==> config.mk <==
export PLATFORM = sky130hd
export DESIGN_NAME = ring_lock_top
export DESIGN_NICKNAME = d
export VERILOG_FILES = /design/src/ring_lock_pkg.sv /design/src/lock_step_if.sv /design/src/ring_lock_top.sv /design/src/tune_code_gen.sv /design/src/slope_window.sv /design/src/lock_sequencer.sv /design/src/lock_cfg_regs.sv
export SDC_FILE = /design/constraint.sdc
export NUM_CORES = 1
export LEC_CHECK = 0
export ABC_AREA = 1
export BUFFER_PORTS_ARGS = -buffer_cell sky130_fd_sc_hd__buf_2
export CAP_MARGIN = 40
export CORE_MARGIN = 4
export CORE_UTILIZATION = 55
export CTS_CLUSTER_DIAMETER = 80
export CTS_CLUSTER_SIZE = 40
export DETAILED_ROUTE_END_ITERATION = 16
export HOLD_SLACK_MARGIN = 0.1
export PLACE_DENSITY = 0.72
export SLEW_MARGIN = 15
export SYNTH_ARGS = -nofsm -noshare
export SYNTH_HDL_FRONTEND = slang
export SYNTH_SLANG_ARGS = --single-unit
export TNS_END_PERCENT = 100
==> constraint.sdc <==
create_clock -name i_clk -period 5.5 [get_ports i_clk]
set_clock_uncertainty 0.05 [all_clocks]
set_input_delay 0.825 -clock i_clk [delete_from_list [all_inputs] [get_ports i_clk]]
set_output_delay 0.825 -clock i_clk [all_outputs]
set_load 0.02 [all_outputs]
==> src/ring_lock_pkg.sv <==
// Ring lock shared definitions
package ring_lock_pkg;

  // ----------------------------------------------------------------------
  // Widths and window constants
  // ----------------------------------------------------------------------
  // Tune DAC code and power sample widths
  localparam int DAC_WIDTH    = 8;
  localparam int PWR_WIDTH    = 8;
  // Step exponent, step = 2**stride
  localparam int STRIDE_WIDTH = 3;
  // Commits per ramp window and votes needed to win
  localparam int WINDOW_SIZE  = 4;
  localparam int VOTE_THRES   = 2;
  // Window counter, must reach WINDOW_SIZE
  localparam int CNT_WIDTH    = 3;

  // ----------------------------------------------------------------------
  // Data types
  // ----------------------------------------------------------------------
  typedef logic [DAC_WIDTH-1:0] tune_code_t;
  typedef logic [PWR_WIDTH-1:0] pwr_t;

  // Top lock FSM
  typedef enum logic [1:0] {LOCK_IDLE, LOCK_INIT, LOCK_ACTIVE} lock_state_e;

  // Handshake phase inside LOCK_ACTIVE
  typedef enum logic {CTRL_TUNE, CTRL_UPDATE} ctrl_phase_e;

  // Ramp phase, then one decision step
  typedef enum logic {TRACK_DELTA, TRACK_DETECT} track_state_e;

  // Vote result
  // RED means power rose along the ramp, BLUE means it fell
  typedef enum logic [1:0] {SLOPE_HOLD, SLOPE_RED, SLOPE_BLUE} slope_dir_e;

endpackage
==> src/lock_step_if.sv <==
// Lock step control bus
interface lock_step_if;

  // ----------------------------------------------------------------------
  // Step strobes, all single-cycle pulses
  // ----------------------------------------------------------------------
  // Lock init, clears datapath state
  logic refresh;
  // First cycle of each tune phase
  logic compute;
  // Commit acknowledge accepted
  logic commit;
  // Power sample taken with the commit
  ring_lock_pkg::pwr_t pwr_commit;

  // Sequencer side
  modport seq (
    output refresh,
    output compute,
    output commit,
    output pwr_commit
  );

  // Window and tune datapath side
  modport dp (
    input refresh,
    input compute,
    input commit,
    input pwr_commit
  );

endinterface

==> src/ring_lock_top.sv <==
// Ring resonator lock controller
module ring_lock_top (
  input  logic                                   i_clk,
  input  logic                                   i_rst,
  // Per-lock config
  input  ring_lock_pkg::tune_code_t              i_cfg_tune_start,
  input  logic [ring_lock_pkg::STRIDE_WIDTH-1:0] i_cfg_tune_stride,
  // Trigger and stop
  input  logic                                   i_trig_val,
  output logic                                   o_trig_rdy,
  input  logic                                   i_lock_stop,
  // Tune handshake
  output logic                                   o_tune_val,
  input  logic                                   i_tune_ack,
  output ring_lock_pkg::tune_code_t              o_ring_tune,
  // Commit handshake
  output logic                                   o_commit_rdy,
  input  logic                                   i_commit_ack,
  input  ring_lock_pkg::pwr_t                    i_pwr_commit,
  output logic                                   o_locked
);

  // ----------------------------------------------------------------------
  // Internal wiring
  // ----------------------------------------------------------------------
  lock_step_if step_bus ();

  ring_lock_pkg::tune_code_t   cfg_start;
  ring_lock_pkg::tune_code_t   cfg_step;
  ring_lock_pkg::track_state_e track;
  ring_lock_pkg::slope_dir_e   dir;

  // ----------------------------------------------------------------------
  // Blocks
  // ----------------------------------------------------------------------
  lock_sequencer u_seq (
    .i_clk        (i_clk),
    .i_rst        (i_rst),
    .i_trig_val   (i_trig_val),
    .o_trig_rdy   (o_trig_rdy),
    .i_lock_stop  (i_lock_stop),
    .i_tune_ack   (i_tune_ack),
    .o_tune_val   (o_tune_val),
    .i_commit_ack (i_commit_ack),
    .o_commit_rdy (o_commit_rdy),
    .i_pwr_commit (i_pwr_commit),
    .o_locked     (o_locked),
    .step         (step_bus.seq)
  );

  // Config snapshot at refresh
  lock_cfg_regs u_cfg (
    .i_clk             (i_clk),
    .i_rst             (i_rst),
    .i_cfg_tune_start  (i_cfg_tune_start),
    .i_cfg_tune_stride (i_cfg_tune_stride),
    .i_refresh         (step_bus.refresh),
    .o_start           (cfg_start),
    .o_step            (cfg_step)
  );

  slope_window u_win (
    .i_clk   (i_clk),
    .i_rst   (i_rst),
    .step    (step_bus.dp),
    .o_track (track),
    .o_dir   (dir)
  );

  tune_code_gen u_tune (
    .i_clk       (i_clk),
    .i_rst       (i_rst),
    .step        (step_bus.dp),
    .i_start     (cfg_start),
    .i_step_size (cfg_step),
    .i_track     (track),
    .i_dir       (dir),
    .o_ring_tune (o_ring_tune)
  );

endmodule

==> src/tune_code_gen.sv <==
// Ring tune code generator
module tune_code_gen (
  input  logic                        i_clk,
  input  logic                        i_rst,
  lock_step_if.dp                     step,
  input  ring_lock_pkg::tune_code_t   i_start,
  input  ring_lock_pkg::tune_code_t   i_step_size,
  input  ring_lock_pkg::track_state_e i_track,
  input  ring_lock_pkg::slope_dir_e   i_dir,
  output ring_lock_pkg::tune_code_t   o_ring_tune
);

  // Config regs hold start one cycle after refresh
  logic                      load_start;
  ring_lock_pkg::tune_code_t base;
  ring_lock_pkg::tune_code_t delta;
  // Values the compute step works from
  ring_lock_pkg::tune_code_t base_src;
  ring_lock_pkg::tune_code_t delta_src;
  ring_lock_pkg::tune_code_t base_nx;
  ring_lock_pkg::tune_code_t delta_nx;

  always_ff @(posedge i_clk or posedge i_rst) begin
    if (i_rst) begin
      load_start <= 1'b0;
    end else begin
      load_start <= step.refresh;
    end
  end

  // Load may land on the first compute cycle, so fold it in here
  assign base_src  = load_start ? i_start : base;
  assign delta_src = load_start ? '0 : delta;

  // ----------------------------------------------------------------------
  // Next base and delta
  // ----------------------------------------------------------------------
  always_comb begin
    base_nx  = base_src;
    delta_nx = delta_src;
    if (step.compute) begin
      if (i_track == ring_lock_pkg::TRACK_DELTA) begin
        // Ramp one step further
        delta_nx = delta_src + i_step_size;
      end else begin
        // Decision step, move base and restart the ramp
        case (i_dir)
          ring_lock_pkg::SLOPE_RED:  base_nx = base_src + i_step_size;
          ring_lock_pkg::SLOPE_BLUE: base_nx = base_src - i_step_size;
          default:                   base_nx = base_src;
        endcase
        delta_nx = '0;
      end
    end
  end

  always_ff @(posedge i_clk) begin
    if (load_start || step.compute) begin
      base  <= base_nx;
      delta <= delta_nx;
    end
  end

  // Registered code, wraps mod 2**DAC_WIDTH, stable through tune val
  always_ff @(posedge i_clk or posedge i_rst) begin
    if (i_rst) begin
      o_ring_tune <= '0;
    end else if (step.compute) begin
      o_ring_tune <= base_nx + delta_nx;
    end
  end

endmodule

==> src/slope_window.sv <==
// Slope window and majority vote
module slope_window (
  input  logic                        i_clk,
  input  logic                        i_rst,
  lock_step_if.dp                     step,
  output ring_lock_pkg::track_state_e o_track,
  output ring_lock_pkg::slope_dir_e   o_dir
);

  // ----------------------------------------------------------------------
  // Window state
  // ----------------------------------------------------------------------
  // Newest flag in bit 0
  logic [ring_lock_pkg::WINDOW_SIZE-1:0] rise_win;
  logic [ring_lock_pkg::WINDOW_SIZE-1:0] fall_win;
  // Previous committed sample and its valid bit
  ring_lock_pkg::pwr_t                   pwr_prev;
  logic                                  prev_vld;
  // Commits seen in the current ramp
  logic [ring_lock_pkg::CNT_WIDTH-1:0]   cnt;
  logic [ring_lock_pkg::CNT_WIDTH-1:0]   cnt_inc;
  logic                                  delta_commit;
  logic                                  rise_now;
  logic                                  fall_now;
  logic                                  rise_vote;
  logic                                  fall_vote;

  assign delta_commit = step.commit && (o_track == ring_lock_pkg::TRACK_DELTA);
  assign cnt_inc      = cnt + 1'b1;

  // Strict compare, equal power gives neither flag
  assign rise_now = step.pwr_commit > pwr_prev;
  assign fall_now = step.pwr_commit < pwr_prev;

  // ----------------------------------------------------------------------
  // Sample and flag shift
  // ----------------------------------------------------------------------
  always_ff @(posedge i_clk or posedge i_rst) begin
    if (i_rst) begin
      rise_win <= '0;
      fall_win <= '0;
      prev_vld <= 1'b0;
    end else if (step.refresh) begin
      rise_win <= '0;
      fall_win <= '0;
      prev_vld <= 1'b0;
    end else if (delta_commit) begin
      prev_vld <= 1'b1;
      // First sample after refresh has nothing to compare with
      if (prev_vld) begin
        rise_win <= {rise_win[ring_lock_pkg::WINDOW_SIZE-2:0], rise_now};
        fall_win <= {fall_win[ring_lock_pkg::WINDOW_SIZE-2:0], fall_now};
      end
    end
  end

  // Sample payload, only meaningful behind prev_vld
  always_ff @(posedge i_clk) begin
    if (step.refresh) begin
      pwr_prev <= '0;
    end else if (delta_commit) begin
      pwr_prev <= step.pwr_commit;
    end
  end

  // ----------------------------------------------------------------------
  // Track state and commit counter
  // ----------------------------------------------------------------------
  always_ff @(posedge i_clk or posedge i_rst) begin
    if (i_rst) begin
      o_track <= ring_lock_pkg::TRACK_DELTA;
      cnt     <= '0;
    end else if (step.refresh) begin
      o_track <= ring_lock_pkg::TRACK_DELTA;
      cnt     <= '0;
    end else if (step.commit) begin
      if (o_track == ring_lock_pkg::TRACK_DELTA) begin
        cnt <= cnt_inc;
        // Window full, next compute takes the decision
        if (cnt_inc == ring_lock_pkg::WINDOW_SIZE) o_track <= ring_lock_pkg::TRACK_DETECT;
      end else begin
        o_track <= ring_lock_pkg::TRACK_DELTA;
        cnt     <= '0;
      end
    end
  end

  // ----------------------------------------------------------------------
  // Majority vote, combinational from the windows
  // ----------------------------------------------------------------------
  assign rise_vote = $countones(rise_win) >= ring_lock_pkg::VOTE_THRES;
  assign fall_vote = $countones(fall_win) >= ring_lock_pkg::VOTE_THRES;

  always_comb begin
    case ({rise_vote, fall_vote})
      2'b10:   o_dir = ring_lock_pkg::SLOPE_RED;
      2'b01:   o_dir = ring_lock_pkg::SLOPE_BLUE;
      // Both or neither, stay put
      default: o_dir = ring_lock_pkg::SLOPE_HOLD;
    endcase
  end

endmodule

==> src/lock_sequencer.sv <==
// Lock sequencer FSM
module lock_sequencer (
  input  logic                 i_clk,
  input  logic                 i_rst,
  // Trigger handshake
  input  logic                 i_trig_val,
  output logic                 o_trig_rdy,
  input  logic                 i_lock_stop,
  // Tune handshake
  input  logic                 i_tune_ack,
  output logic                 o_tune_val,
  // Commit handshake
  input  logic                 i_commit_ack,
  output logic                 o_commit_rdy,
  input  ring_lock_pkg::pwr_t  i_pwr_commit,
  output logic                 o_locked,
  lock_step_if.seq             step
);

  ring_lock_pkg::lock_state_e state;
  ring_lock_pkg::lock_state_e state_nx;
  ring_lock_pkg::ctrl_phase_e phase;
  ring_lock_pkg::ctrl_phase_e phase_nx;

  logic trig_fire;
  logic tune_fire;
  logic commit_fire;
  logic is_active;
  logic is_tune;
  logic is_update;
  // Set once the tune code has been computed in this tune phase
  logic compute_done;

  // ----------------------------------------------------------------------
  // Top lock FSM
  // ----------------------------------------------------------------------
  assign o_trig_rdy = (state == ring_lock_pkg::LOCK_IDLE);
  assign trig_fire  = o_trig_rdy && i_trig_val;
  assign is_active  = (state == ring_lock_pkg::LOCK_ACTIVE);

  always_comb begin
    state_nx = state;
    case (state)
      ring_lock_pkg::LOCK_IDLE:   if (trig_fire) state_nx = ring_lock_pkg::LOCK_INIT;
      // Single-cycle init
      ring_lock_pkg::LOCK_INIT:   state_nx = ring_lock_pkg::LOCK_ACTIVE;
      ring_lock_pkg::LOCK_ACTIVE: if (i_lock_stop) state_nx = ring_lock_pkg::LOCK_IDLE;
      default:                    state_nx = ring_lock_pkg::LOCK_IDLE;
    endcase
  end

  always_ff @(posedge i_clk or posedge i_rst) begin
    if (i_rst) begin
      state <= ring_lock_pkg::LOCK_IDLE;
    end else begin
      state <= state_nx;
    end
  end

  // ----------------------------------------------------------------------
  // Tune / commit phase
  // ----------------------------------------------------------------------
  assign is_tune   = is_active && (phase == ring_lock_pkg::CTRL_TUNE);
  assign is_update = is_active && (phase == ring_lock_pkg::CTRL_UPDATE);

  // Acks outside their own phase are dropped here
  assign tune_fire   = o_tune_val && i_tune_ack;
  assign commit_fire = o_commit_rdy && i_commit_ack;

  always_comb begin
    phase_nx = phase;
    if (is_active) begin
      case (phase)
        ring_lock_pkg::CTRL_TUNE:   if (tune_fire) phase_nx = ring_lock_pkg::CTRL_UPDATE;
        ring_lock_pkg::CTRL_UPDATE: if (commit_fire) phase_nx = ring_lock_pkg::CTRL_TUNE;
        default:                    phase_nx = ring_lock_pkg::CTRL_TUNE;
      endcase
    end
  end

  // Refresh restarts the loop in the tune phase
  always_ff @(posedge i_clk or posedge i_rst) begin
    if (i_rst) begin
      phase        <= ring_lock_pkg::CTRL_TUNE;
      compute_done <= 1'b0;
    end else if (step.refresh) begin
      phase        <= ring_lock_pkg::CTRL_TUNE;
      compute_done <= 1'b0;
    end else begin
      phase <= phase_nx;
      // One compute cycle per tune phase, rearmed in update
      if (is_tune) begin
        compute_done <= 1'b1;
      end else if (is_update) begin
        compute_done <= 1'b0;
      end
    end
  end

  // ----------------------------------------------------------------------
  // Outputs and step strobes
  // ----------------------------------------------------------------------
  // val follows the compute cycle, code is registered by then
  assign o_tune_val   = is_tune && compute_done;
  assign o_commit_rdy = is_update;
  assign o_locked     = is_active;

  assign step.refresh    = (state == ring_lock_pkg::LOCK_INIT);
  assign step.compute    = is_tune && !compute_done;
  assign step.commit     = commit_fire;
  assign step.pwr_commit = i_pwr_commit;

endmodule

==> src/lock_cfg_regs.sv <==
// Lock configuration registers
module lock_cfg_regs (
  input  logic                                    i_clk,
  input  logic                                    i_rst,
  input  ring_lock_pkg::tune_code_t               i_cfg_tune_start,
  input  logic [ring_lock_pkg::STRIDE_WIDTH-1:0]  i_cfg_tune_stride,
  input  logic                                    i_refresh,
  output ring_lock_pkg::tune_code_t               o_start,
  output ring_lock_pkg::tune_code_t               o_step
);

  // ----------------------------------------------------------------------
  // Step decode
  // ----------------------------------------------------------------------
  ring_lock_pkg::tune_code_t step_dec;

  // Power-of-two step from the stride exponent
  // stride above DAC_WIDTH-1 shifts the bit out, step becomes zero
  always_comb begin
    step_dec = ring_lock_pkg::tune_code_t'(1) << i_cfg_tune_stride;
  end

  // ----------------------------------------------------------------------
  // Per-lock snapshot
  // ----------------------------------------------------------------------
  // Captured only on refresh
  // Config pins may move during a lock without effect
  always_ff @(posedge i_clk or posedge i_rst) begin
    if (i_rst) begin
      o_start <= '0;
      o_step  <= '0;
    end else if (i_refresh) begin
      o_start <= i_cfg_tune_start;
      o_step  <= step_dec;
    end
  end

  // Values valid one cycle after refresh
  // tune_code_gen loads the base on that cycle

endmodule

* Word level (Yosys, flattened, before mapping)
Index checks and enable logic that the tools add are counted.
Operators by class: reductions and logical operators 18, $add $sub $neg 11, bitwise operators 2, eq/ne operators 9, mux-type cells 34, shift-type cells 1, order comparisons 4
Operators with widths (number):
- adder 32 bit | 2
- greater-or-equal comparator 32 x 3 -> 1 bit (second input constant) | 2
- two-way mux 8 bit | 6
- adder 8 bit | 3
- two-way mux 4 bit | 6
- case mux 8 bit (2 select lines) | 1
- two-way mux 1 bit | 13
- two-way mux 3 bit | 3
- adder 1 x 1 -> 2 bit | 4
- > comparator 8 bit | 1
- logical AND 1 bit | 8
- less-than comparator 8 bit | 1
- nonzero test 2 bit | 4
- left shift 1 x 3 -> 8 bit (first input constant) | 1
- subtractor 8 bit | 1
- == test 2 x 1 -> 1 bit (second input constant) | 3
- == test 2 bit (second input constant) | 3
- case mux 2 bit (3 select lines) | 1
- two-way mux 2 bit | 2
- inequality test 2 bit (second input constant) | 2
- case mux 2 bit (2 select lines) | 1
- AND reduction 2 bit | 2
- adder 3 x 1 -> 3 bit (second input constant) | 1
- == test 3 bit (second input constant) | 1
- 6 further kinds | 7
Storage, ports and cells: bits in registers 66, output and inout port bits 12, word-level logic and storage cells 94

* Longest topological paths before layout
depth after elaboration 10, mapped depth 24, depth with buffers taken out 24

* By module
Synthesis repeated with hierarchy kept, for this count alone.
Unflattened totals: cell total of the unflattened synthesis 550, area, all modules 4356.7 um^2
Modules (own cells, without submodules):
- tune_code_gen | cells an instance 297, times used 1, seq. area each 705.7 um^2, area an instance 2205.9 um^2
- slope_window | cells an instance 129, times used 1, seq. area each 485.5 um^2, area an instance 1124.8 um^2
- lock_cfg_regs | cells an instance 77, times used 1, seq. area each 400.4 um^2, area an instance 666.9 um^2
- lock_sequencer | cells an instance 47, times used 1, seq. area each 100.1 um^2, area an instance 359.1 um^2

* Least setup slack after synthesis
OpenSTA, ideal clock, no wires.
path type flip-flop to flip-flop, start point reg u_win.fall_win[0] (netlist name), end point reg u_tune.o_ring_tune[7], stages on the path, launching flop included 25, clock period less this slack 4.087 ns, required time 5.332 ns, buffers on the path 0, arrival 3.920 ns, slack 1.413 ns, library setup time 0.118 ns, cell sequence dfrtp_1 -> ha_1 -> nand2_1 -> inv_1 -> fa_1 -> or2_2 -> ha_1 -> nor2_1 -> xor2_1 -> ha_1 -> nand2_1 -> nor2_1 -> a211oi_1 -> inv_1 -> nand2_1 -> nand2_1 -> a21oi_1 -> xor2_1 -> o21ai_0 -> ha_1 -> a21oi_1 -> o221ai_1 -> nand3b_1 -> nand3_1 -> nand2_1
Between the ends: longest elaborated chain between the ends 10, elaborated cells on any way between the ends 12
Ends and longest elaborated chain:
- start: declaration | RTL line slope_window.sv:15 | logic [ring_lock_pkg::WINDOW_SIZE-1:0] fall_win;
- start signal: assignment | RTL line slope_window.sv:52 | fall_win <= {fall_win[ring_lock_pkg::WINDOW_SIZE-2:0], fall_now};
- adder 1 x 1 -> 2 bit (implied by the code) * | RTL line slope_window.sv:92 | assign fall_vote = $countones(fall_win) >= ring_lock_pkg::VOTE_THRES;
- adder 32 bit (implied by the code) * | RTL line slope_window.sv:92
- greater-or-equal comparator 32 x 3 -> 1 bit * | RTL line slope_window.sv:92
- == test 2 x 1 -> 1 bit or == test 2 bit (tied branches) | RTL line slope_window.sv:95 | case ({rise_vote, fall_vote})
- case mux 2 bit (2 select lines) * | RTL line slope_window.sv:95
- == test 2 bit or == test 2 x 1 -> 1 bit (tied branches) | RTL line tune_code_gen.sv:47 | case (i_dir)
- case mux 8 bit (2 select lines) * | RTL line tune_code_gen.sv:47
- two-way mux 8 bit * | RTL line tune_code_gen.sv:42 | if (i_track == ring_lock_pkg::TRACK_DELTA) begin
- two-way mux 8 bit * | RTL line tune_code_gen.sv:41 | if (step.compute) begin
- named net u_tune.base_nx[6] | RTL line tune_code_gen.sv:20 | ring_lock_pkg::tune_code_t base_nx;
- adder 8 bit * | RTL line tune_code_gen.sv:69 | o_ring_tune <= base_nx + delta_nx;
- end signal: assignment | RTL line tune_code_gen.sv:69
- end: declaration | RTL line tune_code_gen.sv:10 | output ring_lock_pkg::tune_code_t o_ring_tune
Mark *: on every way through the listed nets, which the timed path passes. The rest lies on a longest branch. A chain may end at the register's enable or synchronous reset.

* Worst setup path after layout
start point reg u_win.fall_win[0] (netlist name), end point reg u_tune.o_ring_tune[6]
The elaborated chain is that of the path after synthesis.

==> impl_metrics.json <==
{
  "outcome": "complete, no violations",
  "rows": 31,
  "drc": 0,
  "fmax_mhz": 222,
  "grt-ovfl-total": 0,
  "worst_setup_path_start_kind": "flop",
  "grt_pass1_wl_um": 14900,
  "reg2reg_depth": 23,
  "cap_violations": 0,
  "cts_tree": "yes",
  "ys_top_cells_by_area": "dfrtp_1 25%, ha_1 12%, edfxtp_1 12%",
  "critPathArrivalTime_ns": 4.68,
  "antenna_cells": 0,
  "grt_pass1_vias": 3260,
  "place_ws_ns": 0.986,
  "critPathSlowestCell": "fa_1",
  "leakage_nw": 2.36,
  "worst-path-stages": 23,
  "power_density_nw_per_um2": 686,
  "synth.most_common_cell": "nand2_1",
  "finalSetupTns_ns": 0,
  "syn_area_per_cell_um2": 8.26,
  "setup_slack_ns": 0.987,
  "tightest_slew_ns": 0.825,
  "crit_type": "reg2reg",
  "fin_crit_ns": 4.51,
  "die_x_um": 94.6,
  "p_comb_share_pct": 61.8,
  "relSlewSlack_pct": 44.9,
  "clk_pin_slew_ns": 0.08,
  "ys_async_sr_fraction_pct": 63.6,
  "switching_power_mw": 1.52,
  "design.core.area_um2": 7250,
  "syn-num-nets": 569,
  "crit_path_max_fanout": 5,
  "post-cts-setup-buffers": 0,
  "slowest_delay_ns": 0.41,
  "swShare_pct": 48.4,
  "synth-seq-cells": 66,
  "finalInstanceArea_um2": 4590,
  "ir_drop_uv": 277,
  "synth_top_area_cell": "dfrtp_1",
  "critical_path_buf_inv_count": 3,
  "synth.distinct_cells": 39,
  "cts_buffer_depth": 2,
  "seq_area_frac_synth_pct": 41.0,
  "area_delta_synth_final_pct": 11.4,
  "drtIter0Drc": 179,
  "insertion_delay_ns": 0.34,
  "cts_max_level": 3,
  "crit_chain": "ha_1 -> nand2_1 -> inv_1 -> fa_1 -> or2_2 -> ha_1 -> o21ai_0 -> inv_1 -> ha_1 -> nand3b_1 -> nand2_1 -> o21ai_0 -> a21oi_1 -> a21o_1 -> ha_1 -> inv_1 -> o21ai_0 -> a31oi_1 -> nor2_1 -> o21ai_0 -> nand2_1 -> xnor2_1 -> o21ai_0",
  "nets": 609,
  "rsz0062_at_grt": "false",
  "synth_top_area_share_pct": 25.5,
  "num_vias": 3391,
  "grt_usage_pct": 21.4,
  "synth-edff-count": 16,
  "synth_ff_type": "dfrtp_1",
  "critPathTopFamily": "adder cells",
  "via_per_inst": 5.27,
  "pwr-share-seq_pct": 26.3,
  "initial_core_util_pct": 56.8,
  "num_io_pins": 37,
  "worstHoldPathCells": 2,
  "drive_gt1_share_pct": 13.4,
  "required_ns": 5.67,
  "dieArea_um2": 8950,
  "cts_sinks": 66,
  "yosysWarnings": 0,
  "dpl_cell_area_um2": 4410,
  "grt_antenna_before_repair": 0,
  "fp.dieH_um": 94.6,
  "routed_wirelength_um": 8570,
  "cts_resized": 0,
  "total_power_mw": 3.15,
  "hp-class": "reg2reg",
  "cts_hold_buf": 0,
  "synth_common_cells": "121 x nand2_1, 75 x inv_1, 42 x dfrtp_1, 40 x ha_1, 36 x o21ai_0",
  "syn_inst": 499,
  "setup_viol": 0,
  "hold_viol_final": 0,
  "internal_power_mw": 1.63,
  "worstSetupEndpointType": "flop",
  "gp_congestion": 0.922,
  "p_clk_share_pct": 11.9,
  "dpl.hpwl_um": 6630,
  "dr.pass1.iters": 6,
  "wl_per_cell_um": 13.3,
  "ant_nets": 0,
  "grt_max_degree": 43,
  "cts-buffers-inserted": 9,
  "crit_top_cell": "o21ai_0",
  "r2r_setup_slack_ns": 0.99,
  "slew_viol_final": 0,
  "mappedNetlistArea_um2": 4120,
  "io_buffers": 36,
  "finalCritPeriodShare_pct": 82.0,
  "root_buffer": "clkbuf_8"
}
sequential cells by signal, indices dropped and copies added (netlist names):
signal,flops
u_cfg.o_start,8
u_cfg.o_step,8
u_seq.compute_done,1
u_seq.phase,1
u_seq.state,2
u_tune.base,8
u_tune.delta,8
u_tune.load_start,1
u_tune.o_ring_tune,8
u_win.cnt,3
u_win.fall_win,4
u_win.o_track,1
u_win.prev_vld,1
u_win.pwr_prev,8
u_win.rise_win,4
layout by cell type, fill, tap and decap left out, types with 2 or more instances in the layout:
| cell | netlist | final |
|---|---|---|
| a22o_1 | 2 | 2 |
| or2_2 | 3 | 3 |
| nand2_2 | 2 | 2 |
| o21ai_0 | 36 | 36 |
| buf_2 | 2 | 36 |
| xor2_1 | 10 | 10 |
| inv_4 | 0 | 2 |
| clkinv_1 | 0 | 2 |
| nand3b_1 | 3 | 3 |
| a21oi_1 | 28 | 28 |
| inv_2 | 8 | 8 |
| nor2_4 | 2 | 2 |
| inv_1 | 75 | 75 |
| dfrtp_1 | 42 | 42 |
| nor2_2 | 3 | 3 |
| nor2_1 | 23 | 23 |
| clkbuf_8 | 0 | 9 |
| edfxtp_1 | 16 | 16 |
| a31oi_1 | 5 | 5 |
| dfxtp_1 | 8 | 8 |
| ha_1 | 40 | 40 |
| nand3_1 | 20 | 20 |
| nand2_1 | 121 | 121 |
| fa_1 | 5 | 5 |
| o31ai_1 | 3 | 3 |
| xnor2_1 | 4 | 4 |
| o22ai_1 | 17 | 17 |
| nand4_1 | 2 | 2 |
per-stage QoR:
stage | util (%) | hold slack [ns] | instances
final | 63.3 | 0.408 | 643
after global routing | 63.3 | 0.441 | 643
after CTS | 63.3 | 0.413 | 643
after detailed placement | 60.8 | 0.403 | 627
after global placement | 60.6 | 0.394 | 626
after floorplan | - | 0.383 | 499
cell type report:
| cell class | instances | area, um2 |
|---|---|---|
| flip-flops and latches | 66 | 1690 |
| clock buffers | 11 | 153 |
| fillers | 658 | 2660 |
| clock inverters | 5 | 25.0 |
| repair buffers | 38 | 203 |
| multi-input cells | 341 | 2080 |
| inverters | 83 | 312 |
| well taps | 99 | 124 |
worst register-to-register path, stage by stage, from the launching register on:
cell	delay (ns)
dfrtp_1	0.39
ha_1	0.29
nand2_1	0.07
inv_1	0.04
fa_1	0.41
or2_2	0.30
ha_1	0.26
o21ai_0	0.33
inv_1	0.09
ha_1	0.28
nand3b_1	0.09
nand2_1	0.10
o21ai_0	0.15
a21oi_1	0.06
a21o_1	0.18
ha_1	0.32
inv_1	0.08
o21ai_0	0.08
a31oi_1	0.26
nor2_1	0.07
o21ai_0	0.15
nand2_1	0.09
xnor2_1	0.17
o21ai_0	0.09
metal layers:
metal	wire (um)	vias up	track usage (%)
li1	-	1724	-
met1	3780	1564	27.8
met2	4220	93	35.6
met3	466	10	3.43
met4	108	0	9.01
met5	0	-	0
power by group through the flow:
stage / logic (mW) / clock network (mW) / registers [mW]
after floorplan: 1.50 / 0 / 0.824
after global placement: 1.87 / 0 / 0.834
after detailed placement: 1.93 / 0 / 0.838
after CTS: 1.94 / 0.386 / 0.830
after global routing: 2.25 / 0.403 / 0.849
final: 1.95 / 0.376 / 0.829
logic make-up after synthesis:
kind of cell	synth area share [%]
multiplexers	0.243
flip-flops	41.0
AND/OR/NAND/NOR	19.2
XOR/XNOR	2.97
adder cells (fa/ha/maj)	14.6
AO/OA/AOI/OAI	13.5
buffers and inverters	8.44
worst paths after layout:
check / start / endpoint
worst min register to register: u_win.pwr_prev[1] / u_win.pwr_prev[1]
worst min-delay path: u_win.pwr_prev[1] / u_win.pwr_prev[1]
min in group asynchronous: i_rst / u_seq.state[0]
max in group asynchronous: i_rst / u_cfg.o_start[1]
worst max register to register: u_win.fall_win[0] / u_tune.o_ring_tune[6]
worst max-delay path: u_win.fall_win[0] / u_tune.o_ring_tune[6]
No activity file was read; power rests on OpenSTA's default activity.
